$ cat src/victim_cache_defs.svh
`ifndef VICTIM_CACHE_DEFS_SVH
`define VICTIM_CACHE_DEFS_SVH

// number of sets in the victim buffer
`define VC_SETS 16
// set index width, log2 of VC_SETS
`define VC_INDEX_W 4

// ways per set, fixed by the 3-level plru tree
`define VC_WAYS 8
`define VC_WAY_W 3

// tag kept per line
`define VC_TAG_W 22

// instruction line payload in bits
`define VC_LINE_W 128

`endif

$ cat src/victim_cache_pkg.sv
`default_nettype none

`include "victim_cache_defs.svh"

package victim_cache_pkg;

    typedef logic [`VC_INDEX_W-1:0] vc_index_t;
    typedef logic [`VC_WAY_W-1:0]   vc_way_t;
    typedef logic [`VC_TAG_W-1:0]   vc_tag_t;
    typedef logic [`VC_LINE_W-1:0]  vc_line_t;

    // one tag store entry, valid in the msb
    typedef struct packed {
        logic    valid;
        vc_tag_t tag;
    } vc_tag_entry_t;

    // line evicted by the l1
    typedef struct packed {
        vc_index_t index;
        vc_tag_t   tag;
        vc_line_t  line;
    } vc_insert_t;

    // l1 miss probe
    typedef struct packed {
        vc_index_t index;
        vc_tag_t   tag;
    } vc_lookup_t;

    // line is zero on a miss
    typedef struct packed {
        logic     hit;
        vc_line_t line;
    } vc_resp_t;

endpackage

`default_nettype wire

$ cat src/victim_plru.sv
`default_nettype none

`include "victim_cache_defs.svh"

module victim_plru import victim_cache_pkg::*; (
    input  logic      clk_i,
    input  logic      rst_ni,
    input  logic      touch_i,
    input  vc_index_t index_i,
    input  vc_way_t   way_i,
    output vc_way_t   lru_way_o
);

    // node n has children 2n+1 and 2n+2
    // touch[n] enters node n and touch[0] comes from the port
    logic [6:0] touch;
    logic [6:0] node_bit;
    vc_way_t    lru_way;

    assign touch[0] = touch_i;

    for (genvar n = 0; n < 7; n++) begin : g_node
        // tree level of node n with the root at 0
        localparam int LVL = $clog2(n + 2) - 1;

        // level 0 steers on way bit 2 and the leaves on bit 0
        if (LVL < 2) begin : g_inner
            victim_plru_node u_node (
                .clk_i         (clk_i),
                .rst_ni        (rst_ni),
                .touch_i       (touch[n]),
                .index_i       (index_i),
                .dir_i         (way_i[2 - LVL]),
                .touch_left_o  (touch[2 * n + 1]),
                .touch_right_o (touch[2 * n + 2]),
                .bit_o         (node_bit[n])
            );
        end else begin : g_leaf
            // the path ends at a leaf so its touch outputs stay open
            victim_plru_node u_node (
                .clk_i         (clk_i),
                .rst_ni        (rst_ni),
                .touch_i       (touch[n]),
                .index_i       (index_i),
                .dir_i         (way_i[0]),
                .touch_left_o  (),
                .touch_right_o (),
                .bit_o         (node_bit[n])
            );
        end
    end

    // walk away from the recently used side at every level
    always_comb begin
        lru_way[2] = ~node_bit[0];
        // root pointed right means the right subtree L2
        if (lru_way[2]) begin
            lru_way[1] = ~node_bit[2];
        end else begin
            lru_way[1] = ~node_bit[1];
        end
        // pick the leaf node below the chosen L1 or L2
        case (lru_way[2:1])
            2'b00:   lru_way[0] = ~node_bit[3];
            2'b01:   lru_way[0] = ~node_bit[4];
            2'b10:   lru_way[0] = ~node_bit[5];
            default: lru_way[0] = ~node_bit[6];
        endcase
    end

    assign lru_way_o = lru_way;

    // a touch with an unknown way would corrupt the set's tree
    a_touch_way_known: assert property (
        @(posedge clk_i) disable iff (!rst_ni)
        touch_i |-> !$isunknown(way_i)
    );

endmodule

`default_nettype wire

$ cat src/victim_plru_node.sv
`default_nettype none

`include "victim_cache_defs.svh"

module victim_plru_node import victim_cache_pkg::*; (
    input  logic      clk_i,
    input  logic      rst_ni,
    input  logic      touch_i,
    input  vc_index_t index_i,
    input  logic      dir_i,
    output logic      touch_left_o,
    output logic      touch_right_o,
    output logic      bit_o
);

    // one steering bit per set
    logic [`VC_SETS-1:0] bits_q;

    // bit records which side was used last, 0 is left
    always_ff @(posedge clk_i) begin
        if (!rst_ni) begin
            bits_q <= '0;
        end else if (touch_i) begin
            bits_q[index_i] <= dir_i;
        end
    end

    // touch goes on to the child on the used side
    assign touch_left_o  = touch_i & ~dir_i;
    assign touch_right_o = touch_i & dir_i;

    // stored bit of the addressed set for the decode
    assign bit_o = bits_q[index_i];

endmodule

`default_nettype wire

$ cat config.mk
export PLATFORM = sky130hd
export DESIGN_NAME = victim_plru
export DESIGN_NICKNAME = d
export VERILOG_FILES = /design/src/victim_cache_pkg.sv /design/src/victim_plru.sv /design/src/victim_plru_node.sv
export VERILOG_INCLUDE_DIRS = /design/src /design/src/src
export SDC_FILE = /design/constraint.sdc
export NUM_CORES = 1
export LEC_CHECK = 0
export BUFFER_PORTS_ARGS = -buffer_cell sky130_fd_sc_hd__buf_4
export CAP_MARGIN = 30
export CELL_PAD_IN_SITES_DETAIL_PLACEMENT = 1
export CELL_PAD_IN_SITES_GLOBAL_PLACEMENT = 2
export CORE_MARGIN = 2
export CORE_UTILIZATION = 39
export DETAILED_ROUTE_END_ITERATION = 8
export PLACE_DENSITY = 0.86
export SYNTH_ARGS = -nofsm -noshare
export SYNTH_HDL_FRONTEND = slang
export SYNTH_HIERARCHICAL = 1
export SYNTH_SLANG_ARGS = --single-unit
$ cat constraint.sdc
create_clock -name clk_i -period 2.2 [get_ports clk_i]
set_input_delay 0.22 -clock clk_i [delete_from_list [all_inputs] [get_ports clk_i]]
set_output_delay 0.22 -clock clk_i [all_outputs]
set_load 0.01 [all_outputs]
=== Word-level counts from Yosys, hierarchy flattened ===
Cells that the tools add are included.

* Memory bits (writable): 0
* Bits in read-only memories: 0
* Memories kept: 0
* Register bits: 112
* Logic and storage cells: 53
* Latch bits: 0

* Shift operators: 0
* Order comparisons: 2
* Add/subtract/negate cells: 0
* Eq/ne operators: 2
* $mul: 0
* Divide/modulo/power cells: 0
* Muxes and demuxes: 25
* Bitwise logic cells: 15
* Reductions and logical operators: 2

{| class="wikitable"
|+ Operators by type and width
! cell !! number
|-
| bitwise mux 16 bit || 7
|-
| binary-select mux 1 bit (select 4 bit) || 7
|-
| 2-to-1 mux 1 bit || 9
|-
| inverter 1 bit || 9
|-
| bitwise AND 1 bit || 6
|-
| less-than comparator 4 x 5 -> 1 bit, second input constant || 1
|-
| demux 1 bit (select 4 bit) || 1
|-
| greater-or-equal comparator 4 x 1 -> 1 bit, second input constant || 1
|-
| case mux 1 bit (3 select lines) || 1
|-
| equality test 2 x 1 -> 1 bit, second input constant || 1
|-
| equality test 2 bit, second input constant || 1
|-
| logical NOT 2 bit || 1
|-
| logical AND 1 bit || 1
|}

=== Depth between registers and ports, before layout ===
* Word-level depth: 6
* Depth in mapped cells: 9
* Gate-level depth less buffers: 5

=== Modules after synthesis ===
Netlist, hierarchy kept.

{| class="wikitable"
|+ Modules (own cells, without submodules)
! module !! cells each !! area an instance (µm²) !! seq. area each (µm²) !! times used
|-
| victim_plru_node || 98 || 847.1 || 320.3 || 7
|-
| victim_plru || 5 || 48.8 || 0.0 || 1
|}

=== Least setup slack after synthesis ===
Ideal clock, no wire load.

* Path kind: input to register
* From: in way_i[2]
* To: reg g_node[5].g_leaf.u_node.bits_q[0]
* Buffers on the path: 4
* Arrival time: 1.804 ns
* Data required time: 2.068 ns
* Cell stages on the path: 9
* Setup time: 0.132 ns
* Slack: 0.264 ns
* Cell sequence: buf_2 > clkbuf_1 > and2_1 > clkbuf_2 > nor2b_1 > clkbuf_2 > or3b_4 > o21ai_1 > a21oi_1

* Word-level cells in the longest chain between the ends: 2

{| class="wikitable"
|+ RTL lines
! what !! line !! RTL
|-
| start, declared || victim_plru.sv:10 || <nowiki>input vc_way_t way_i,</nowiki>
|-
| bitwise AND 1 bit || victim_plru_node.sv:30 || <nowiki>assign touch_right_o = touch_i & dir_i;</nowiki>
|-
| net touch[2] || victim_plru.sv:16 || <nowiki>logic [6:0] touch;</nowiki>
|-
| bitwise AND 1 bit || victim_plru_node.sv:29 || <nowiki>assign touch_left_o = touch_i & ~dir_i;</nowiki>
|-
| net touch[5] || victim_plru.sv:16 ||
|-
| end signal, assigned by index || victim_plru_node.sv:24 || <nowiki>bits_q[index_i] <= dir_i;</nowiki>
|-
| end, declared || victim_plru_node.sv:17 || <nowiki>logic [`VC_SETS-1:0] bits_q;</nowiki>
|}

The timed path passes the listed nets, and every way through them passes these cells.
A chain may end at the register's enable or synchronous reset.

=== Worst setup path after layout ===
* From: reg g_node[2].g_inner.u_node.bits_q[3]
* To: out lru_way_o[0]

* Word-level cells in the longest chain between the ends: 6

{| class="wikitable"
|+ RTL lines
! what !! line !! RTL
|-
| start, declared || victim_plru_node.sv:17 ||
|-
| start signal, assigned by index || victim_plru_node.sv:24 ||
|-
| binary-select mux 1 bit (select 4 bit) * || victim_plru_node.sv:33 || <nowiki>assign bit_o = bits_q[index_i];</nowiki>
|-
| 2-to-1 mux 1 bit (implied by the code) * || victim_plru_node.sv:33 ||
|-
| net node_bit[2] || victim_plru.sv:17 || <nowiki>logic [6:0] node_bit;</nowiki>
|-
| inverter 1 bit * || victim_plru.sv:58 || <nowiki>lru_way[1] = ~node_bit[2];</nowiki>
|-
| 2-to-1 mux 1 bit * || victim_plru.sv:57 || <nowiki>if (lru_way[2]) begin</nowiki>
|-
| equality test 2 bit, or another cell as far along || victim_plru.sv:63 || <nowiki>case (lru_way[2:1])</nowiki>
|-
| case mux 1 bit (3 select lines) * || victim_plru.sv:63 ||
|-
| end, declared || victim_plru.sv:11 || <nowiki>output vc_way_t lru_way_o</nowiki>
|}

Mark *: on every way through the listed nets, which the timed path passes. The rest lies on a longest branch. The select of a mux whose other input is x is not followed.

==> results_dict.tcl <==
set metrics [dict create \
    outcome "finished, violations left" \
    violations "setup timing" \
    crit_start "g_node[2].g_inner.u_node/bits_q[3]" \
    hold_viol 0 \
    slowest_delay_ps 460 \
    numCtsBuffers 9 \
    dp.cells 874 \
    cts_max_level 3 \
    die_h_um 127 \
    finalCritPeriodShare 1.02 \
    max_freq_mhz 447 \
    irDropWorstVdd_v 0.000344 \
    skew_ps 0 \
    finalSetupTns_ps -37.0 \
    power.share.clock 0.396 \
    cts_tree "done" \
    crit_type "reg2out" \
    vias_per_cell 6.20 \
    wire_per_inst_um 20.6 \
    fp-row-count 45 \
    cts_root_buffer "clkbuf_16" \
    synth.avg_cell_area_sq_um 8.68 \
    cp_top_family "multiplexers" \
    layout_common_cells "112 x a21oi_1, 108 x dfxtp_1, 102 x nand3_1" \
    rsz0062_at_grt "yes" \
    p_switching_mw 1.07 \
    switching_share 0.258 \
    p_seq_frac 0.493 \
    cts_num_sinks 112 \
    timing.final.ws_setup_ps -37.0 \
    critical_path_required_ps 1980 \
    syn-num-nets 693 \
    cap_violations 0 \
    gp_congestion 0.809 \
    start_kind "flop" \
    leakage_nw 2.26 \
    cp.arrival_ps 2020 \
    min_to "g_node[0].g_inner.u_node/bits_q[3]" \
    port_buffers 12 \
    slew_violations 0 \
    nNetsFinal 709 \
    crit_slowest_cell "mux4_2" \
    r2r_setup_slack_ps 1460 \
    grt_pass1_vias 5861 \
    antenna_cells 0 \
    clk_latency_ps 360 \
    initial_utilization 0.394 \
    layout.cells.most_common "a21oi_1" \
    finalCriticalPeriod_ps 2240 \
    max-slew-margin-rel 0.555 \
    setup_violations 1 \
    p_int_mw 3.07 \
    cp_max_fo 2 \
    route.detailed.drc 0 \
    drtAntennaViolNets 0 \
    worst-slew-pin-transition_ps 668 \
    reg2reg_depth 3 \
    rr_startpoint "g_node[2].g_inner.u_node/bits_q[3]" \
    p_comb_frac 0.110 \
    layout-drive-gt1-share 0.183 \
    area_growth_pct 12.8 \
    worstHoldPathCells 3 \
    hold_path.class "in2reg" \
    crit_chain "mux4_2, a22oi_2, nand3_2, mux2i_1, mux2_4, buf_6" \
    syn_area_sq_um 5930 \
    grt_pass1_wl_mm 30.7 \
    antenna_found_initial 0 \
    cts_max_path_buffers 2 \
    crit_buf_inv 1 \
    r2r-end "g_node[2].g_inner.u_node/bits_q[3]" \
    syn_inst 683 \
    clkTransAtPathRegs_ps 70 \
    yosys_warnings 6 \
    firstDrtPassIters 5 \
    io_pins 13 \
    post-place-ws_ps 10.7 \
    dpl.hpwl_mm 12.5 \
    utilization 0.445 \
    vias 5533 \
    wl_mm 18.4 \
    hold_start "way_i[2]" \
    grt_overflow 0 \
    final_cells 892 \
    grtUsageTotal 0.238 \
    grt_max_degree 65 \
    endpoint_kind "output port" \
    first_iter_violations 506 \
    coreArea_sq_um 15000 \
    dieWidth_um 127 \
    powerDensity_nw_per_um2 619 \
    dieArea_sq_um 16200 \
]
[repair_timing]
item	4_1_cts	5_1_grt
gates cloned	0	0
setup buffers	2	0
pin swaps	4	2
gates resized for setup	10	5
endpoints found under the setup margin	2	2
hold buffers	0	0
[tightest hold or removal path, delay by kind of cell]
kind,cells,cell delay (ps)
buffers and inverters,1,180
AND/OR/NAND/NOR,1,80
AO/OA/AOI/OAI,1,60
[registers in the layout, summed over array words and instances, names as in the netlist]
signal                        flops
g_node.g_leaf.u_node/bits_q      64
g_node.g_inner.u_node/bits_q     48
[worst max-delay path by stage]
| stage | end | cells after the start |
|---|---|---|
| floorplan | g_node[5].g_leaf.u_node/bits_q[0] | 9 |
| global placement | lru_way_o[0] | 8 |
| detailed placement | lru_way_o[0] | 8 |
| CTS | lru_way_o[0] | 6 |
| global route | lru_way_o[0] | 6 |
| finish | lru_way_o[0] | 6 |
[per-layer routing]
| layer | vias to the layer above | share of wire | GRT usage | routed length, um |
|---|---|---|---|---|
| met5 | - | 0 | 0 | 0 |
| met4 | 0 | 0.0093 | 0.0646 | 170 |
| met3 | 18 | 0.035 | 0.0490 | 645 |
| met2 | 111 | 0.51 | 0.414 | 9320 |
| met1 | 2818 | 0.45 | 0.300 | 8240 |
| li1 | 2586 | - | - | - |
[power groups by stage]
stage	clock (mW)	sequential, mW	combinational, mW
finish	1.64	2.04	0.458
floorplan	0	2.09	0.285
CTS	1.67	2.04	0.453
global placement	0	2.09	0.435
global route	1.76	2.05	0.496
detailed placement	0	2.09	0.449
[final cells by class]
cell class              count  area (sq um)
flip-flops and latches    112          2250
multi-input cells         507          3390
well taps                 188           235
clock inverters             4          45.0
fillers                  1777          8340
clock buffers              12           236
inverters                   8          30.0
repair buffers             61           503
[through the flow]
stage / instance area (sq um) / total power, mW / hold slack, ps
2_1_floorplan: 5930 / 2.37 / 425
3_3_place_gp: 6340 / 2.53 / 458
3_5_place_dp: 6340 / 2.54 / 470
4_1_cts: 6670 / 4.17 / 199
5_1_grt: 6690 / 4.30 / 221
6_report: 6690 / 4.14 / 220
No activity file was read; power rests on OpenSTA's default activity.
