==> src/victim_cache_defs.svh <==
`ifndef VICTIM_CACHE_DEFS_SVH
`define VICTIM_CACHE_DEFS_SVH

// number of sets in the victim buffer
`define VC_SETS 16
// set index width, log2 of VC_SETS
`define VC_INDEX_W 4

// ways per set, fixed by the 3-level plru tree
`define VC_WAYS 8
`define VC_WAY_W 3

// tag kept per line
`define VC_TAG_W 22

// instruction line payload in bits
`define VC_LINE_W 128

`endif

==> src/victim_cache_pkg.sv <==
`default_nettype none

`include "victim_cache_defs.svh"

package victim_cache_pkg;

    typedef logic [`VC_INDEX_W-1:0] vc_index_t;
    typedef logic [`VC_WAY_W-1:0]   vc_way_t;
    typedef logic [`VC_TAG_W-1:0]   vc_tag_t;
    typedef logic [`VC_LINE_W-1:0]  vc_line_t;

    // one tag store entry, valid in the msb
    typedef struct packed {
        logic    valid;
        vc_tag_t tag;
    } vc_tag_entry_t;

    // line evicted by the l1
    typedef struct packed {
        vc_index_t index;
        vc_tag_t   tag;
        vc_line_t  line;
    } vc_insert_t;

    // l1 miss probe
    typedef struct packed {
        vc_index_t index;
        vc_tag_t   tag;
    } vc_lookup_t;

    // line is zero on a miss
    typedef struct packed {
        logic     hit;
        vc_line_t line;
    } vc_resp_t;

endpackage

`default_nettype wire

==> src/victim_lookup.sv <==
`default_nettype none

`include "victim_cache_defs.svh"

module victim_lookup import victim_cache_pkg::*; (
    // only for the assertion below
    input  logic                           clk_i,
    input  vc_tag_entry_t [`VC_WAYS-1:0]   set_i,
    input  vc_tag_t                        tag_i,
    output logic                           hit_o,
    output vc_way_t                        hit_way_o,
    output logic                           has_free_o,
    output vc_way_t                        free_way_o
);

    logic [`VC_WAYS-1:0] valid;
    logic [`VC_WAYS-1:0] match;

    // per-way compare, invalid entries never match
    always_comb begin
        for (int w = 0; w < `VC_WAYS; w++) begin
            valid[w] = set_i[w].valid;
            match[w] = set_i[w].valid && (set_i[w].tag == tag_i);
        end
    end

    // scan from the top so the lowest way wins
    always_comb begin
        hit_way_o  = '0;
        free_way_o = '0;
        for (int w = `VC_WAYS - 1; w >= 0; w--) begin
            if (match[w]) begin
                hit_way_o = vc_way_t'(w);
            end
            if (!valid[w]) begin
                free_way_o = vc_way_t'(w);
            end
        end
    end

    assign hit_o      = |match;
    assign has_free_o = ~&valid;

    // the top rewrites a present tag in place, so a tag never sits in two ways
    a_match_onehot0: assert property (
        @(posedge clk_i)
        !$isunknown(match) |-> $onehot0(match)
    );

endmodule

`default_nettype wire

==> config.mk <==
export PLATFORM = sky130hd
export DESIGN_NAME = victim_lookup
export DESIGN_NICKNAME = d
export VERILOG_FILES = /design/src/victim_cache_pkg.sv /design/src/victim_lookup.sv
export VERILOG_INCLUDE_DIRS = /design/src /design/src/src
export SDC_FILE = /design/constraint.sdc
export NUM_CORES = 1
export LEC_CHECK = 0
export ABC_AREA = 0
export BUFFER_PORTS_ARGS = -buffer_cell sky130_fd_sc_hd__buf_2
export CAP_MARGIN = 30
export CORE_AREA = 2 2 83 85
export DETAILED_ROUTE_END_ITERATION = 16
export DIE_AREA = 0 0 85 87
export PLACE_DENSITY = 0.77
export SLEW_MARGIN = 20
export SYNTH_ARGS = -nofsm -noshare
export SYNTH_HDL_FRONTEND = slang
export SYNTH_SLANG_ARGS = --single-unit
==> constraint.sdc <==
create_clock -name vclk -period 1.7
set_input_delay 0.085 -clock vclk [all_inputs]
set_output_delay 0.085 -clock vclk [all_outputs]
set_load 0.005 [all_outputs]
* Word level (Yosys, flattened, before mapping)
Index checks and enable logic that the tools add are counted.
** Word-level totals
- Register bits :: 0
- Bits of input ports :: 207
- Output and inout port bits :: 8
** Cells by class
- Equal/unequal tests :: 8
- Muxes and demuxes :: 16
- Reductions and logical operators :: 11
** Operators by type and width (count)
- 22-bit equality test :: 8
- 3-bit 2-to-1 mux :: 16
- 1-bit logical AND :: 8
- 8-bit AND reduction :: 1
- 8-bit OR reduction :: 1
- 1-bit zero test :: 1

* Logic depth before layout (Yosys ltp)
Gate-level depths: netlist (run 1).
- Word-level depth :: 10
- Gate-level depth with buffers :: 8
- Gate-level depth less buffers :: 7

* Worst setup path before layout (run 1)
Ideal clock, no wire load.
- Kind :: input port to output port
- Start point :: input port tag_i[5]
- End point :: output port hit_way_o[1]
- Data arrival time :: 1.233 ns
- Slack :: 0.382 ns
- Stages :: 8
- Path buffers :: 1
- Cells stage by stage :: buf_2 -> xor2_1 -> nor4_1 -> nand4_1 -> nor3_2 -> nand2b_1 -> nand3_1 -> a31oi_1
** Between the ends
- Cells in the longest elaborated chain, start to end :: 10
- Elaborated cells on any way between the ends :: 24
- Classes of those cells :: 8 x eq/ne; 8 x mux; 8 x reduce/logical
** RTL lines
- start: declaration :: line victim_lookup.sv:9 : input vc_tag_t tag_i,
- 22-bit equality test :: line victim_lookup.sv:23 : match[w] = set_i[w].valid && (set_i[w].tag == tag_i);
- 1-bit logical AND :: line victim_lookup.sv:23
- 3-bit 2-to-1 mux (7 in a row) :: line victim_lookup.sv:32 : if (match[w]) begin
- 3-bit 2-to-1 mux (*) :: line victim_lookup.sv:32
- end: declaration :: line victim_lookup.sv:11 : output vc_way_t hit_way_o,
Mark *: on every way between the ends. The rest lies on a longest branch, timed or not.

* Final worst setup path (run 1)
- Start point :: input port set_i[158] (netlist bit)
- End point :: output port hit_way_o[1]
** Between the ends
- Cells in the longest elaborated chain, start to end :: 9
** RTL lines
- start: declaration :: line victim_lookup.sv:8 : input vc_tag_entry_t [`VC_WAYS-1:0] set_i,
- 22-bit equality test :: line victim_lookup.sv:23
- 1-bit logical AND :: line victim_lookup.sv:23
- 3-bit 2-to-1 mux (7 in a row) :: line victim_lookup.sv:32
No other way between the ends.

==> impl_metrics.env, run 1 <==
export IMPL_setup_slack_ps=-89.51
export IMPL_track_usage_pct=26.07
export IMPL_design_portCount=215
export IMPL_syn_inst=291
export IMPL_rsz0062_at_grt="yes"
export IMPL_power_share_clock_pct=0
export IMPL_power_leakage_uw=0.001775
export IMPL_syn_nets=498
export IMPL_postLayoutCellArea_um2=3709
export IMPL_synth_compound_area_share_pct=1.959
export IMPL_synth_area_leaders="xor2_1 36%, xnor2_1 33%, nand4_1 9.0%, nor4_1 6.7%, buf_6 3.0%"
export IMPL_rows=30
export IMPL_dr_wl_met2_um=5386
export IMPL_grt_pass1_wl_um=15090
export IMPL_syn_area_per_cell_um2=7.683
export IMPL_startpoint_type="primary input"
export IMPL_synth_commonest_cells="92 x xor2_1, 84 x xnor2_1, 32 x nand4_1"
export IMPL_internal_power_uw=486.8
export IMPL_grt_max_degree=9
export IMPL_synth_most_common_cell="xor2_1"
export IMPL_overflow=0
export IMPL_yosysTopAreaCell="xor2_1"
export IMPL_ant_nets=0
export IMPL_vias_per_cell=4.888
export IMPL_status="finished, violations left"
export IMPL_holdCritStartpoint="set_i[45]"
export IMPL_wl_per_cell_um=16.96
export IMPL_power_switching_uw=430.3
export IMPL_setup_viol=4
export IMPL_nFlopsAndLatches=0
export IMPL_drt_pass1_iterations=4
export IMPL_placed_area_um2=3515
export IMPL_multi_input_area_um2=2187
export IMPL_postCtsHoldBufs=0
export IMPL_drc=0
export IMPL_synth_top_area_share_pct=36.04
export IMPL_pwr_share_comb_pct=100.0
export IMPL_fill_cells=614
export IMPL_dieWidth_um=85
export IMPL_tightest_slew_ps=361.6
export IMPL_synth_warnings=0
export IMPL_netlist_area_um2=2236
export IMPL_min_path_cells=3
export IMPL_synth_simple_area_share_pct=21.38
export IMPL_final_max_slew_viol_count=0
export IMPL_dr_max_layer_used="met4"
export IMPL_area_growth_pct=65.86
export IMPL_synth_top_family_by_area="XOR/XNOR gates"
export IMPL_holdWs_ps=465.9
export IMPL_synthMuxAreaShare_pct=0
export IMPL_wirelength_um=10160
export IMPL_period_share_pct=105.3
export IMPL_synth_xor_area_share_pct=68.94
export IMPL_num_vias=2928
export IMPL_max_cap_violations=0
export IMPL_seq_area_frac_synth_pct=0
export IMPL_regArea_um2=0
export IMPL_wl_met1_um=3953
export IMPL_fin_crit_ps=1790
export IMPL_antenna_found_initial=1
export IMPL_violations="setup timing"
export IMPL_dr_first_iter_drc_count=43
export IMPL_clock_buffers=0
export IMPL_synth_cell_types=21
export IMPL_relSlewSlack_pct=75.67
export IMPL_max_vdd_ir_drop_mv=0.1461
export IMPL_p_seq_share_pct=0
export IMPL_timing_fmax_mhz=558.8
export IMPL_place_congestion=0.9142
export IMPL_grt_pass1_vias=3126
export IMPL_layout_nets=727
export IMPL_swShare_pct=46.92
export IMPL_critPathKind="in2out"
export IMPL_worstPathArrival_ps=1700
export IMPL_port_buffers=214
export IMPL_drive_gt1_share_pct=51.16
export IMPL_hold_viol=0
export IMPL_hold_end="free_way_o[0]"
export IMPL_hp_class="in2out"
export IMPL_required_ps=1620
export IMPL_coreArea_um2=6569
export IMPL_yosys_area_share_adder_pct=0
export IMPL_die_h_um=87
export IMPL_power_density_nw_per_um2=247.3
export IMPL_hpwl_um=9064
export IMPL_wl_met3_um=497
export IMPL_crit_path_end_kind="output pin"
export IMPL_dieArea_um2=7395
export IMPL_cp_max_fo=2
export IMPL_start_util_pct=34.04
[worst max-delay path, stage by stage]
cell and delay, ps:
buf_6 100, xor2_2 170, nor4_2 330, buf_4 160, nand4_1 120, nor3_2 190
nand2b_1 150, nand3_1 70, a31oi_1 170, buf_2 150
[per-layer routing]
| layer | global-route usage, % | vias to the layer above |
|---|---|---|
| li1 | - | 1435 |
| met1 | 29.62 | 1335 |
| met2 | 50.43 | 136 |
| met3 | 2.085 | 22 |
| met4 | 9.380 | 0 |
| met5 | 0 | - |
[through the flow]
stage | power (uW) | setup slack [ps] | util [%] | cells | setup TNS [ps]
5_1_grt | 994.5 | -178.7 | 56.46 | 599 | -550.7
3_5_place_dp | 858.8 | -270.6 | 53.50 | 596 | -936.3
6_report | 917.1 | -89.51 | 56.46 | 599 | -239.1
4_1_cts | 876.2 | -146.0 | 54.29 | 596 | -472.8
2_1_floorplan | 454.1 | 382.4 | - | 291 | 0
3_3_place_gp | 835.2 | -203.4 | 53.50 | 596 | -739.5
[power groups by stage]
stage                     combinational [uW]  sequential [uW]  clock (uW)
after floorplan                          454                0           0
after global placement                   835                0           0
after CTS                                876                0           0
final                                    917                0   0.0000786
after detailed placement                 859                0           0
after global routing                     994                0   0.0000786
[worst max-delay path by stage]
stage	startpoint	endpoint	slack, ps	cells after the start
2_1_floorplan	tag_i[5]	hit_way_o[1]	380	8
3_3_place_gp	tag_i[9]	hit_way_o[1]	-200	10
3_5_place_dp	tag_i[9]	hit_way_o[1]	-270	10
4_1_cts	set_i[158]	hit_way_o[1]	-150	10
5_1_grt	set_i[158]	hit_way_o[1]	-180	10
6_report	set_i[158]	hit_way_o[1]	-90	10
[cells by family (layout without fill, tap and decap cells)]
logic type	after synthesis	in the layout
XOR/XNOR	176	176
buffers and inverters	24	251
AND/OR/NAND/NOR	84	84
AO/OA/AOI/OAI	7	7
other	0	1
[cell type report]
class | instances | area share, %
inverter | 2 | 0.2024
timing repair buffer | 249 | 38.06
multi-input combinational | 267 | 58.97
antenna | 1 | 0.06748
tap | 80 | 2.699
[what timing repair did]
item,CTS,global route
setup buffers,0,2
setup endpoints to repair,4,4
resized for setup,12,24
pin swaps,7,10
[cell usage in the layout (no fill, tap or decap), types with 3 or more instances in the layout]
master,netlist,routed
buf_2,9,207
xnor2_1,84,81
xor2_1,92,91
nor4_1,24,14
buf_12,0,3
nand4_1,32,32
nor2_1,10,9
nor4_2,0,8
nand2_1,10,10
buf_4,7,33
(Power assumes the default switching activity.)
==> run 2: changes to the inputs <==
==> constraint.sdc (replaced) <==
create_clock -name vclk -period 1.7
set_input_delay 0.34 -clock vclk [all_inputs]
set_output_delay 0.34 -clock vclk [all_outputs]
set_load 0.005 [all_outputs]
==> impl_metrics.env, run 2 (synthesis results as in run 1) <==
export IMPL_status="finished, violations left"
export IMPL_violations="setup timing"
export IMPL_final_cell_mix="203 x buf_2, 91 x xor2_1, 81 x xnor2_1"
export IMPL_power_density_nw_per_um2=245.0
export IMPL_grt_max_degree=9
export IMPL_overflow=0
export IMPL_period_share_pct=133.2
export IMPL_antenna_cells=0
export IMPL_start_util_pct=34.04
export IMPL_holdWs_ps=1024
export IMPL_ant_nets=0
export IMPL_rows=30
export IMPL_setup_slack_ps=-564.0
export IMPL_cp_startpoint="tag_i[16]"
export IMPL_multi_input_area_um2=2173
export IMPL_layout_nets=733
export IMPL_clock_buffers=0
export IMPL_relSlewSlack_pct=76.67
export IMPL_worst_path_largest_cell_delay_ps=310
export IMPL_regArea_um2=0
export IMPL_crit_path_end_kind="output pin"
export IMPL_wl_per_cell_um=16.53
export IMPL_num_vias=2923
export IMPL_cp_cell_sequence="buf_6 -> xor2_1 -> nor4_1 -> buf_4 -> nand4_1 -> nor3_2 -> nand2b_4 -> nand3b_1 -> and2b_1 -> buf_2"
export IMPL_required_ps=1360
export IMPL_vias_per_cell=4.839
export IMPL_slowest_stage="nor4_1"
export IMPL_wirelength_um=9982
export IMPL_place_inst=604
export IMPL_die_h_um=87
export IMPL_startpoint_type="primary input"
export IMPL_area_growth_pct=67.82
export IMPL_drc=0
export IMPL_setup_viol=4
export IMPL_dr_first_iter_drc_count=75
export IMPL_tightest_slew_ps=346.7
export IMPL_track_usage_pct=25.15
export IMPL_placed_area_um2=3600
export IMPL_final_max_slew_viol_count=0
export IMPL_grt_pass1_wl_um=14560
export IMPL_fill_cells=630
export IMPL_power_leakage_uw=0.001810
export IMPL_grt_pass1_vias=2988
export IMPL_drt_pass1_iterations=4
export IMPL_fin_crit_ps=2264
export IMPL_rsz0062_at_grt="yes"
export IMPL_critPathKind="in2out"
export IMPL_power_uw=919.3
export IMPL_worstPathArrival_ps=1920
export IMPL_hp_class="in2out"
export IMPL_coreArea_um2=6569
export IMPL_max_cap_violations=0
export IMPL_antenna_found_initial=0
export IMPL_final_common_cell="buf_2"
export IMPL_dieArea_um2=7395
export IMPL_design_portCount=215
export IMPL_fin_tns_setup_ps=-2172
export IMPL_port_buffers=214
export IMPL_drive_gt1_share_pct=51.15
export IMPL_cp_max_fo=3
export IMPL_dieWidth_um=85
export IMPL_instances_no_fill=604
export IMPL_postLayoutCellArea_um2=3752
export IMPL_max_vdd_ir_drop_mv=0.1416
export IMPL_cp_endpoint="hit_way_o[2]"
export IMPL_nFlopsAndLatches=0
export IMPL_timing_fmax_mhz=441.7
export IMPL_hpwl_um=8896
export IMPL_hold_viol=0
export IMPL_place_congestion=0.8720
run 2: cell count changes in the layout (fill, tap and decap cells not counted), moves of 2 or more:
cell	before	now
buf_2	207	203
buf_4	33	43
buf_6	2	4
buf_8	2	0
nor4_1	14	17
nor4_2	8	5
run 2: layer usage:
metal  GRT usage, %  part of all wire [%]  vias to the layer above
met5              0                     0                        -
li1               -                     -                     1447
met3          2.370                   5.9                        8
met2          50.78                    55                      130
met4          3.463                   1.4                        0
met1          28.87                    38                     1338
run 2: metrics by stage:
stage	worst slack, ps	util [%]
final	-564.0	57.12
after global routing	-716.0	57.12
after CTS	-522.8	56.29
after detailed placement	-822.2	54.80
after global placement	-788.9	54.80
after floorplan	-97.33	-
run 2: how the worst min path moves through the flow:
stage | startpoint | end | slack [ps] | depth (start not counted)
2_1_floorplan | set_i[45] | free_way_o[0] | 760 | 1
3_3_place_gp | set_i[22] | free_way_o[0] | 1020 | 3
3_5_place_dp | set_i[22] | free_way_o[0] | 1030 | 3
4_1_cts | set_i[22] | free_way_o[0] | 1030 | 3
5_1_grt | set_i[22] | free_way_o[0] | 1060 | 3
6_report | set_i[22] | free_way_o[0] | 1020 | 3
run 2: final cells by class:
cell class / instances / area share (%)
inverters: 2 / 0.2001
multi-input cells: 267 / 57.92
well taps: 80 / 2.668
repair buffers: 255 / 39.21
run 2: timing repair:
item	CTS	global route
endpoints found under the hold margin	0	0
buffers inserted	0	0
hold buffers	0	0
resized for setup	19	15
setup endpoints to repair	4	4
pin swaps	8	7
run 2: power breakdown:
group | total, uW | internal, uW | switching [uW]
Sequential | 0 | 0 | 0
Combinational | 919 | 497 | 422
Clock | 0 | 0 | 0
run 2: worst max-delay path, delay by kind of cell:
family / cells / cell delay (ps)
AND/OR/NAND/NOR: 6 / 1080
buffers and inverters: 3 / 370
XOR/XNOR: 1 / 150
